<file path="src/hdl/chan_pkg.sv">
// Shared types and constants for the channel buffer; referenced as chan_pkg::name.
package chan_pkg;

        // ============================================================
        // Request sizes
        // ============================================================

        // Burst length carried by alloc and drain strobes
        // Counted in beats, up to 255 per request
        typedef logic [7:0] size_t;

        // ============================================================
        // Skid bridge
        // ============================================================

        // Entries in the bridge skid
        // Power of two so the skid pointers wrap on their own
        // Also bounds the reported bridge occupancy
        localparam int SKID_DEPTH = 4;

        // Read-return tracking in the bridge
        // BR_IDLE means no buffer read in flight
        // BR_WAIT means a pop was issued and data lands next cycle
        typedef enum logic {
                BR_IDLE = 1'b0,
                BR_WAIT = 1'b1
        } bridge_state_t;

endpackage : chan_pkg

</file>
<file path="src/hdl/chan_buf_if.sv">
// Buffer read port and write events between chan_fifo and chan_drain_bridge.
interface chan_buf_if #(
        parameter int DATA_WIDTH = 32
);

        // Pop request from the consumer
        // Acts only while rd_valid is high
        logic                  rd_req;

        // Buffer holds at least one beat
        logic                  rd_valid;

        // Beat data, valid one cycle after the pop
        // Behaves like an SRAM read port
        logic [DATA_WIDTH-1:0] rd_data;

        // One pulse per accepted write into the buffer
        // Feeds the consumer's availability count
        logic                  wr_fire;

        // Buffer drives status, data and write events
        modport buf_side (
                input  rd_req,
                output rd_valid,
                output rd_data,
                output wr_fire
        );

        // Consumer issues pops and watches the rest
        modport cons_side (
                output rd_req,
                input  rd_valid,
                input  rd_data,
                input  wr_fire
        );

endinterface : chan_buf_if

</file>
<file path="src/hdl/chan_alloc_tracker.sv">
// Producer-side space tracker; reserves burst room and releases it as beats leave the unit.
module chan_alloc_tracker #(
        parameter int DEPTH = 16,
        parameter int CW    = $clog2(DEPTH) + 1
) (
        input  logic            clk,
        input  logic            rst_n,

        // Reservation strobe from the upstream engine
        input  logic            alloc_req,
        input  chan_pkg::size_t alloc_size,

        // Output stream of the unit, watched for releases
        input  logic            out_valid,
        input  logic            out_ready,

        // Registered free space toward the requester
        output logic [CW-1:0]   space_free
);

        // ============================================================
        // Reservation balance
        // ============================================================

        // Beats reserved but not yet gone out of the unit
        logic [CW-1:0] balance;
        logic [CW-1:0] balance_next;

        // A beat leaves on the output handshake
        logic          out_xfer;

        assign out_xfer = out_valid && out_ready;

        // Rise by the burst size, fall by one per departing beat
        // Both may happen in one cycle
        always_comb begin
                balance_next = balance;
                if (alloc_req) begin
                        balance_next = balance_next + CW'(alloc_size);
                end
                if (out_xfer) begin
                        balance_next = balance_next - CW'(1);
                end
        end

        always_ff @(posedge clk) begin
                if (!rst_n) begin
                        balance <= '0;
                end else begin
                        balance <= balance_next;
                end
        end

        // ============================================================
        // Space report
        // ============================================================

        // Extra register stage keeps the requester path short
        // Shows the balance one cycle after it changes
        always_ff @(posedge clk) begin
                if (!rst_n) begin
                        space_free <= CW'(DEPTH);
                end else begin
                        space_free <= CW'(DEPTH) - balance;
                end
        end

endmodule : chan_alloc_tracker

</file>
<file path="src/hdl/chan_fifo.sv">
// Circular beat buffer with SRAM-like registered read, serving the drain bridge.
module chan_fifo #(
        parameter int DATA_WIDTH = 32,
        parameter int DEPTH      = 16
) (
        input  logic                  clk,
        input  logic                  rst_n,

        // Input stream from the upstream engine
        input  logic                  in_valid,
        output logic                  in_ready,
        input  logic [DATA_WIDTH-1:0] in_data,

        // Read port and write events toward the consumer
        chan_buf_if.buf_side          bus
);

        // Pointer width, at least one bit
        localparam int AW = (DEPTH > 1) ? $clog2(DEPTH) : 1;

        // ============================================================
        // Storage and pointers
        // ============================================================

        logic [DATA_WIDTH-1:0] mem [DEPTH];

        logic [AW-1:0]         wr_ptr;
        logic [AW-1:0]         rd_ptr;

        // Beats held, 0 to DEPTH
        logic [AW:0]           count;

        logic                  full;
        logic                  wr_en;
        logic                  rd_en;

        // Advance with explicit wrap so DEPTH need not be a power of two
        function automatic logic [AW-1:0] ptr_inc(input logic [AW-1:0] ptr);
                if (ptr == AW'(DEPTH - 1)) begin
                        return '0;
                end
                return ptr + AW'(1);
        endfunction

        // ============================================================
        // Handshake decode
        // ============================================================

        assign full     = (count == (AW + 1)'(DEPTH));
        assign in_ready = !full;
        assign wr_en    = in_valid && in_ready;

        // Pop only when a beat is present
        assign bus.rd_valid = (count != '0);
        assign rd_en        = bus.rd_req && bus.rd_valid;

        // Write event for the consumer's counter
        assign bus.wr_fire = wr_en;

        // ============================================================
        // Control state
        // ============================================================

        always_ff @(posedge clk) begin
                if (!rst_n) begin
                        wr_ptr <= '0;
                        rd_ptr <= '0;
                        count  <= '0;
                end else begin
                        if (wr_en) begin
                                wr_ptr <= ptr_inc(wr_ptr);
                        end
                        if (rd_en) begin
                                rd_ptr <= ptr_inc(rd_ptr);
                        end
                        // Simultaneous push and pop leave the count alone
                        case ({wr_en, rd_en})
                                2'b10:   count <= count + 1'b1;
                                2'b01:   count <= count - 1'b1;
                                default: count <= count;
                        endcase
                end
        end

        // ============================================================
        // Data path
        // ============================================================

        always_ff @(posedge clk) begin
                if (wr_en) begin
                        mem[wr_ptr] <= in_data;
                end
        end

        // Registered read, data shows one cycle after the pop
        // Pop needs count > 0, so the slot is never the one being written
        always_ff @(posedge clk) begin
                if (rd_en) begin
                        bus.rd_data <= mem[rd_ptr];
                end
        end

endmodule : chan_fifo

</file>
<file path="src/hdl/chan_drain_bridge.sv">
// Consumer side; hides buffer read latency with a skid and tracks beats open for draining.
module chan_drain_bridge #(
        parameter int DATA_WIDTH = 32,
        parameter int CW         = 5
) (
        input  logic                  clk,
        input  logic                  rst_n,

        // Drain reservation from the downstream engine
        input  logic                  drain_req,
        input  chan_pkg::size_t       drain_size,

        // Buffer read port
        chan_buf_if.cons_side         bus,

        // Output stream
        output logic                  out_valid,
        input  logic                  out_ready,
        output logic [DATA_WIDTH-1:0] out_data,

        // Status
        output logic [CW-1:0]         data_avail,
        output logic [2:0]            occupancy
);

        // Skid pointer width
        localparam int SW = $clog2(chan_pkg::SKID_DEPTH);

        // ============================================================
        // Read-return tracking
        // ============================================================

        chan_pkg::bridge_state_t state;
        chan_pkg::bridge_state_t state_next;

        logic                  pending;
        logic                  room;
        logic                  pop;
        logic                  push;
        logic                  take;

        logic [DATA_WIDTH-1:0] skid_mem [chan_pkg::SKID_DEPTH];
        logic [SW-1:0]         skid_wptr;
        logic [SW-1:0]         skid_rptr;
        logic [SW:0]           skid_cnt;

        logic [CW-1:0]         avail_cnt;

        // A read is in flight while waiting on returned data
        assign pending = (state == chan_pkg::BR_WAIT);

        // Free slot after counting the beat already in flight
        // Conservative; a same-cycle take is not credited
        assign room = ((skid_cnt + {{SW{1'b0}}, pending}) < 3'(chan_pkg::SKID_DEPTH));

        assign bus.rd_req = room && bus.rd_valid;
        assign pop        = bus.rd_req;

        // Back-to-back pops keep the machine in BR_WAIT
        always_comb begin
                state_next = state;
                case (state)
                        chan_pkg::BR_IDLE: if (pop) state_next = chan_pkg::BR_WAIT;
                        chan_pkg::BR_WAIT: if (!pop) state_next = chan_pkg::BR_IDLE;
                        default:           state_next = chan_pkg::BR_IDLE;
                endcase
        end

        always_ff @(posedge clk) begin
                if (!rst_n) begin
                        state <= chan_pkg::BR_IDLE;
                end else begin
                        state <= state_next;
                end
        end

        // ============================================================
        // Skid buffer
        // ============================================================

        // Returned beat lands the cycle after its pop
        assign push = pending;
        assign take = out_valid && out_ready;

        always_ff @(posedge clk) begin
                if (!rst_n) begin
                        skid_wptr <= '0;
                        skid_rptr <= '0;
                        skid_cnt  <= '0;
                end else begin
                        if (push) begin
                                skid_wptr <= skid_wptr + 1'b1;
                        end
                        if (take) begin
                                skid_rptr <= skid_rptr + 1'b1;
                        end
                        case ({push, take})
                                2'b10:   skid_cnt <= skid_cnt + 1'b1;
                                2'b01:   skid_cnt <= skid_cnt - 1'b1;
                                default: skid_cnt <= skid_cnt;
                        endcase
                end
        end

        // Slot stays untouched until its beat is taken
        always_ff @(posedge clk) begin
                if (push) begin
                        skid_mem[skid_wptr] <= bus.rd_data;
                end
        end

        assign out_valid = (skid_cnt != '0);
        assign out_data  = skid_mem[skid_rptr];

        // Skid entries plus the beat in flight
        assign occupancy = 3'(skid_cnt) + {2'b00, pending};

        // ============================================================
        // Drain reservation counter
        // ============================================================

        // Written beats in, reserved beats out
        always_ff @(posedge clk) begin
                if (!rst_n) begin
                        avail_cnt <= '0;
                end else begin
                        avail_cnt <= avail_cnt + CW'(bus.wr_fire)
                                     - (drain_req ? CW'(drain_size) : CW'(0));
                end
        end

        assign data_avail = avail_cnt;

endmodule : chan_drain_bridge

</file>
<file path="src/hdl/chan_unit.sv">
// Top level of one buffer channel; sets the sizes and joins tracker, buffer and bridge.
module chan_unit #(
        parameter int DATA_WIDTH = 32,
        parameter int DEPTH      = 16,
        parameter int CW         = $clog2(DEPTH) + 1
) (
        input  logic                  clk,
        input  logic                  rst_n,

        // Space reservation, upstream engine
        input  logic                  alloc_req,
        input  chan_pkg::size_t       alloc_size,
        output logic [CW-1:0]         space_free,

        // Input stream
        input  logic                  in_valid,
        output logic                  in_ready,
        input  logic [DATA_WIDTH-1:0] in_data,

        // Drain reservation, downstream engine
        input  logic                  drain_req,
        input  chan_pkg::size_t       drain_size,
        output logic [CW-1:0]         data_avail,

        // Output stream
        output logic                  out_valid,
        input  logic                  out_ready,
        output logic [DATA_WIDTH-1:0] out_data,

        // Beats held in the bridge
        output logic [2:0]            bridge_occupancy
);

        // Buffer to bridge link
        chan_buf_if #(.DATA_WIDTH(DATA_WIDTH)) buf_bus ();

        // ============================================================
        // Space tracking, released on the output handshake
        // ============================================================
        chan_alloc_tracker #(
                .DEPTH (DEPTH),
                .CW    (CW)
        ) u_alloc_tracker (
                .clk        (clk),
                .rst_n      (rst_n),
                .alloc_req  (alloc_req),
                .alloc_size (alloc_size),
                .out_valid  (out_valid),
                .out_ready  (out_ready),
                .space_free (space_free)
        );

        // ============================================================
        // Beat storage
        // ============================================================
        chan_fifo #(
                .DATA_WIDTH (DATA_WIDTH),
                .DEPTH      (DEPTH)
        ) u_fifo (
                .clk      (clk),
                .rst_n    (rst_n),
                .in_valid (in_valid),
                .in_ready (in_ready),
                .in_data  (in_data),
                .bus      (buf_bus.buf_side)
        );

        // Skid bridge and drain count
        chan_drain_bridge #(
                .DATA_WIDTH (DATA_WIDTH),
                .CW         (CW)
        ) u_drain_bridge (
                .clk        (clk),
                .rst_n      (rst_n),
                .drain_req  (drain_req),
                .drain_size (drain_size),
                .bus        (buf_bus.cons_side),
                .out_valid  (out_valid),
                .out_ready  (out_ready),
                .out_data   (out_data),
                .data_avail (data_avail),
                .occupancy  (bridge_occupancy)
        );

endmodule : chan_unit

</file>
<file path="config.mk">
export PLATFORM = sky130hd
export DESIGN_NAME = chan_unit
export DESIGN_NICKNAME = d
export VERILOG_FILES = /design/src/hdl/chan_pkg.sv /design/src/hdl/chan_buf_if.sv /design/src/hdl/chan_alloc_tracker.sv /design/src/hdl/chan_fifo.sv /design/src/hdl/chan_drain_bridge.sv /design/src/hdl/chan_unit.sv
export SDC_FILE = /design/constraint.sdc
export NUM_CORES = 1
export LEC_CHECK = 0
export BUFFER_PORTS_ARGS = -buffer_cell sky130_fd_sc_hd__buf_2
export CORE_UTILIZATION = 35
export DETAILED_ROUTE_END_ITERATION = 6
export PLACE_DENSITY_LB_ADDON = 0.15
export SETUP_SLACK_MARGIN = 0.15
export SYNTH_ARGS = -nofsm -noshare
export SYNTH_HDL_FRONTEND = slang
export SYNTH_HIERARCHICAL = 1
export SYNTH_SLANG_ARGS = --single-unit
export TNS_END_PERCENT = 5
</file>
<file path="constraint.sdc">
create_clock -name clk -period 4.6 [get_ports clk]
set_clock_uncertainty 0.2 [all_clocks]
set_input_delay 0.69 -clock clk [delete_from_list [all_inputs] [get_ports clk]]
set_output_delay 0.69 -clock clk [all_outputs]
set_load 0.02 [all_outputs]
</file>
==> impl_results.md, run 1 <==
- Tot Pwr: 17.0 mW
- MaxCap Viol Count: 0
- Final period util: 74.4%
- Post-synth EDFFs: 672
- Hpwl dp: 34200 microns
- Core box area: 76300 sq um
- Worst hold start: out_ready
- Starting Density: 35.5%
- Filler Cell Count: 6787
- Yosys reg bits: 710
- WL per Instance: 23.9 microns
- CTS resizes: 0
- Gp weighted congestion: 0.731
- Row count: 101
- Initial DRC count: 831
- Setup Fix Bufs, Post-CTS: 0
- Number of H-tree levels: 3
- # clock sinks: 710
- CTS Buf Count: 77
- Synthesized area per cell: 21.6 sq um
- First-pass GRT wire length: 88200 microns
- Routed vias: 12.6k
- # setup viols final: 0
- # DRC: 0
- Grt peak-use layer: met2
- Clk slew on worst S/H paths: 60 ps
- Ports: 101
- Largest net degree at the start of global routing: 61
- Placed Instance Area: 29100 sq um
- WP data arrival: 2530 ps
- Yosys cell types: 49
- Net Count, Synth: 1343
- Design area: 31500 sq um
- Worst-skew pair later-pin latency: 610 ps
- Ys async rst share: 0%
- Fin. Hold Viols: 0
- Area of the die: 78600 sq um
- Crit start category: register
- Setup TNS: 0 ps
- Worst EP required: 3710 ps
- P per Cell Area: 540 nW/um^2
- Grt met1 use: 21.7%
- Bufs on Longest Clock Path: 3
- Synthesis Warnings: 6
- Slew margin rel.: 34.1%
- Initial antenna violation count: 5
- Vias in the first global route: 13.2k
- Worst r2r src: u_drain_bridge/pending$_SDFF_PN0_
- CP Max Fanout: 25
- Ys flop type: edfxtp_1
- RSZ-0062 raised after global routing: false
- R2R Setup Slk: 1310 ps
- Min-Delay Path Class: in2reg
- Met3 GRT Util: 3.15%
- Leakage power total: 10.1 nW
- Clk root buf: clkbuf_16
- DR vias/cell: 5.04
- GR Overflow Total: 0
- Synth-to-Final Area Change: 16.1%
- Leading cell types in the layout, fill and taps excluded: 672 x edfxtp_1, 158 x mux4_2, 94 x buf_2
- Overall Global Routing Usage: 15.5%
- Chip Height: 280 microns
- Hold WS: 197 ps
- Post-route setup slack: 1180 ps
- Hold Buf Count CTS: 0
- Critical Path End Type: primary output
- Post-route minimum period: 3420 ps
- TritonCTS clock tree: built
- Worst slew pin tran: 988 ps
- Drt first pass iters: 5
- Cells after Synth: 1255
- Type of the worst setup path: reg2out
- Status: completed
- Max Clock Freq: 292 MHz
- Routed Antenna Nets: 0
- Chip Width: 280 microns
- Final net count: 1497
- Layout cells sized above 1: 28.8%
- Detailed Route WL: 59800 microns
- Setup WS pre-CTS: 1290 ps
- Commonest non-fill, non-tap cell in the layout: edfxtp_1
- Count of pins over their slew limit: 0
- VDD IR-drop max: 0.244 mV
- Mapped Area: 27100 sq um
- Met2 GRT Util: 24.9%
- Sequential cell area fraction in the yosys report: 77.2%
- IO Port Bufs: 94
-- flip-flops by register name, summed over array words and instances (netlist names), named ones only --
name                        count
u_drain_bridge/skid_mem       128
u_drain_bridge/skid_cnt         3
u_drain_bridge/pending          1
u_alloc_tracker/balance         5
u_drain_bridge/data_avail       5
u_alloc_tracker/space_free      5
u_fifo/mem                    512
u_fifo/wr_ptr                   4
u_fifo/bus.rd_data             32
u_drain_bridge/skid_wptr        2
u_fifo/count                    5
u_drain_bridge/skid_rptr        2
u_fifo/rd_ptr                   4
-- per-stage QoR --
stage	std cells	utilization, %
after global placement	2360	38.1
after CTS	2497	41.2
after global routing	2497	41.2
after detailed placement	2360	38.1
after floorplan	1255	-
final	2498	41.2
-- where the power goes --
part	internal, mW	switching (mW)	total, mW
logic	1.28	1.62	2.90
registers	7.85	0.388	8.23
clock network	3.41	2.46	5.87
-- final cells by class --
| cell class | instances | area [sq um] | area share (%) |
|---|---|---|---|
| tap | 1030 | 1290 | 4.09 |
| clock buffer | 100 | 2030 | 6.46 |
| multi-input combinational | 462 | 5880 | 18.7 |
| inverter | 25 | 93.8 | 0.298 |
| clock inverter | 37 | 359 | 1.14 |
| sequential | 710 | 20900 | 66.6 |
| timing repair buffer | 133 | 863 | 2.74 |
| antenna | 1 | 2.50 | 0.00795 |
-- layer usage --
layer / share of wire [%] / routed length [microns]
met4: 1.8 / 1050
met3: 4.5 / 2700
met1: 45 / 27100
met2: 48 / 28900
met5: 0.072 / 43
-- synth_stat cells, types with 10 or more instances --
master | instances | share of area, %
clkbuf_1 | 29 | 0.40
ha_1 | 30 | 1.4
edfxtp_1 | 672 | 74
a22oi_1 | 64 | 1.8
and2_1 | 18 | 0.42
mux4_2 | 158 | 13
dfxtp_1 | 38 | 2.8
mux2i_1 | 10 | 0.37
xnor2_1 | 10 | 0.32
a21oi_1 | 10 | 0.18
inv_1 | 24 | 0.33
buf_2 | 14 | 0.26
nand2_1 | 51 | 0.71
xor2_1 | 10 | 0.32
nor2_1 | 36 | 0.50
-- path summary, 6_finish.rpt --
check | endpoint | cells past startpoint
setup / recovery | out_data[25] | 3
setup reg to reg | u_fifo/count[4]$_SDFFE_PN0P_ | 12
hold / removal | u_alloc_tracker/balance[1]$_SDFF_PN0_ | 3
hold reg to reg | u_drain_bridge/skid_mem[0][30]$_DFFE_PP_ | 0
-- worst max-delay path, cell delays in order (launching register included) --
cell and delay, ps:
dfxtp_2 920, buf_4 300, mux4_2 510, buf_2 180
-- cell families (layout without fill, tap and decap cells) --
logic type | count (synthesis) | in the layout | share of synthesized area [%]
adder cells (fa/ha/maj) | 34 | 34 | 1.68
flip-flops | 710 | 710 | 77.2
AND/OR/NAND/NOR | 140 | 140 | 2.49
buffers and inverters | 83 | 295 | 1.64
XOR/XNOR | 20 | 20 | 0.646
multiplexers | 170 | 170 | 13.7
other | 0 | 1 | 0
AO/OA/AOI/OAI | 98 | 98 | 2.64
Note: power is estimated with default switching activity, not from simulation.
==> inputs of run 2 (changes only) <==
Clock period 4.6 ns to 3.1 ns, I/O delays scaled along.
==> run 2 against run 1 <==
Final cell count grew 0.40%. Largest power group unchanged. Clock power grew 42%. Largest cell class unchanged. Worst hold slack lost 170 ps. Design area grew 0.57%. Via count shrank 0.51%.
==> impl_results.md, run 2 (synthesis results as in run 1) <==
- GR Overflow Total: 0 (unchanged)
- Vias in the first global route: 13.1k (was 13.2k)
- Clk root buf: clkbuf_16 (unchanged)
- Final period util: 91.4%
- Detailed Route WL: 59900 microns (was 59800 microns)
- Fin. Hold Viols: 0 (unchanged)
- Worst slew pin tran: 1040 ps (was 988 ps)
- Type of the worst setup path: reg2reg (was reg2out)
- Worst-skew pair later-pin latency: 600 ps (was 610 ps)
- Row count: 101 (unchanged)
- Final net count: 1512 (was 1497)
- VDD IR-drop max: 0.423 mV (was 0.244 mV)
- Chip Width: 280 microns (unchanged)
- TritonCTS clock tree: built (unchanged)
- Layout cells sized above 1: 29.8% (was 28.8%)
- Worst r2r src: u_drain_bridge/pending$_SDFF_PN0_ (unchanged)
- Critical path's largest stage delay: 350 ps (was 920 ps)
- Cell total after placement: 2372 (was 2360)
- Setup Fix Bufs, Post-CTS: 0 (unchanged)
- Final non-filler cell total: 2508 (was 2498)
- Critical Path End Type: register (was primary output)
- Diodes inserted: 0 (was 1)
- Leading cell types in the layout, fill and taps excluded: 672 x edfxtp_1, 158 x mux4_2, 94 x buf_2 (unchanged)
- R2R Setup Slk: 270 ps (was 1310 ps)
- Hpwl dp: 32700 microns (was 34200 microns)
- CP delay by family, top: adder cells (was flip-flops)
- WP data arrival: 3170 ps (was 2530 ps)
- Count of pins over their slew limit: 0 (unchanged)
- WL per Instance: 23.9 microns (about the same)
- Top Registers: u_fifo/mem: 512 flops, u_drain_bridge/skid_mem: 128 flops, u_fifo/bus.rd_data: 32 flops (unchanged)
- Ports: 101 (unchanged)
- Crit start category: register (unchanged)
- Worst EP required: 3440 ps (was 3710 ps)
- CTS Buf Count: 75 (was 77)
- Initial antenna violation count: 6 (was 5)
- Max Clock Freq: 353 MHz
- Crit-path slowest cell: fa_2 (was dfxtp_2)
- Leakage power total: 10.2 nW (was 10.1 nW)
- CP Max Fanout: 2 (was 25)
- Post-route minimum period: 2830 ps
- Bufs on Longest Clock Path: 3 (unchanged)
- Worst Hold End: u_fifo/mem[15][17]$_DFFE_PP_ (was u_alloc_tracker/balance[1]$_SDFF_PN0_)
- Setup TNS: 0 ps (unchanged)
- DR vias/cell: 5.00 (was 5.04)
- Gp weighted congestion: 0.697 (was 0.731)
- Routed vias: 12.5k (was 12.6k)
- Reg area: 21000 sq um (was 20900 sq um)
- IO Port Bufs: 94 (unchanged)
- Initial DRC count: 822 (was 831)
- Area of the die: 78600 sq um (unchanged)
- RSZ-0062 raised after global routing: true (was false)
- # setup viols final: 0 (unchanged)
- Chip Height: 280 microns (unchanged)
- Drt first pass iters: 5 (unchanged)
- # clock sinks: 710 (unchanged)
- Cell count along the critical path: 12 (was 3)
- Area of the multi-input gates: 5920 sq um (was 5880 sq um)
- Min-Delay Path Class: in2reg (unchanged)
- Post-route setup slack: 266 ps (was 1180 ps)
- MaxCap Viol Count: 0 (unchanged)
- Slew margin rel.: 30.7% (was 34.1%)
- Core box area: 76300 sq um (unchanged)
- Overall Global Routing Usage: 15.7% (was 15.5%)
- Commonest non-fill, non-tap cell in the layout: edfxtp_1 (unchanged)
- Starting Density: 35.5% (unchanged)
- Reg2Reg Depth: 12 (unchanged)
- Clk slew on worst S/H paths: 60 ps (about the same)
- Setup WS pre-CTS: 146 ps (was 1290 ps)
- P per Cell Area: 788 nW/um^2 (was 540 nW/um^2)
- Status: completed (unchanged)
- Hold depth: 1 (was 3)
- Largest net degree at the start of global routing: 48 (was 61)
- Max reg flops: 512 (unchanged)
- Number of H-tree levels: 3 (unchanged)
- Routed Antenna Nets: 0 (unchanged)
- Most flop-heavy register: u_fifo/mem (unchanged)
- First-pass GRT wire length: 88700 microns (was 88200 microns)
- Worst hold start: in_data[17] (was out_ready)
- Synth-to-Final Area Change: 16.7% (was 16.1%)
- # DRC: 0 (unchanged)
- RR Endpoint: u_fifo/count[4]$_SDFFE_PN0P_ (unchanged)
- Buf/Inv on CP: 1 (was 2)
- Critical-path cell list: ha_1 > ha_1 > xnor2_2 > and2_4 > a21boi_4 > ha_2 > inv_1 > fa_2 > nand2b_1 > a21oi_2 > mux2i_1 > mux2i_1 (was buf_4 > mux4_2 > buf_2)
- Filler Cell Count: 6797 (was 6787)
[run 2: metrics by stage]
stage	utilization [%]	power (mW)	hold WS (ps)	cell area [sq um]
2_1_floorplan	-	15.4	259	27100
3_3_place_gp	38.4	16.8	268	29300
3_5_place_dp	38.4	16.9	285	29300
4_1_cts	41.4	25.3	0.258	31600
5_1_grt	41.5	26.1	17.5	31700
6_report	41.5	24.9	31.3	31700
[run 2: timing repair]
action	CTS	global route
setup endpoints to repair	3	18
hold buffers	5	0
pin swaps	0	2
gates resized for setup	1	7
hold endpoints to repair	16	0
[run 2: power by group]
group	switching [mW]	internal [mW]
Combinational	2.50	1.98
Clock	3.56	4.79
Sequential	0.477	11.6
Total	6.53	18.4
[run 2: worst max-delay path by stage]
stage	start	end	slack (ps)
2_1_floorplan	u_fifo/count[0]$_SDFFE_PN0P_	u_fifo/mem[2][0]$_DFFE_PP_	-780
3_3_place_gp	u_drain_bridge/pending$_SDFF_PN0_	u_fifo/count[4]$_SDFFE_PN0P_	190
3_5_place_dp	u_drain_bridge/pending$_SDFF_PN0_	u_fifo/count[4]$_SDFFE_PN0P_	150
4_1_cts	register	out_data[13]	140
5_1_grt	u_drain_bridge/pending$_SDFF_PN0_	u_fifo/count[4]$_SDFFE_PN0P_	90
6_report	u_drain_bridge/pending$_SDFF_PN0_	u_fifo/count[4]$_SDFFE_PN0P_	270
[run 2: per-layer routing]
metal,share of wire (%),track usage [%]
met1,43,20.5
met2,50,26.2
met3,4.8,3.33
met4,1.6,4.39
met5,0.093,0
[run 2: layout make-up]
cell class / count / share of cell area, %
Inverter: 25 / 0.296
Clock inverter: 34 / 0.751
Tap cell: 1030 / 4.07
Sequential cell: 710 / 66.2
Clock buffer: 97 / 6.42
Multi-Input combinational cell: 462 / 18.7
Timing Repair Buffer: 150 / 3.57
[run 2: worst reg2reg max path, cell delays in order (launching register included)]
cell and delay [ps]:
dfxtp_1 310, ha_1 190, ha_1 210, xnor2_2 190
and2_4 170, a21boi_4 170, ha_2 200, inv_1 60
fa_2 350, nand2b_1 170, a21oi_2 130, mux2i_1 230
mux2i_1 190
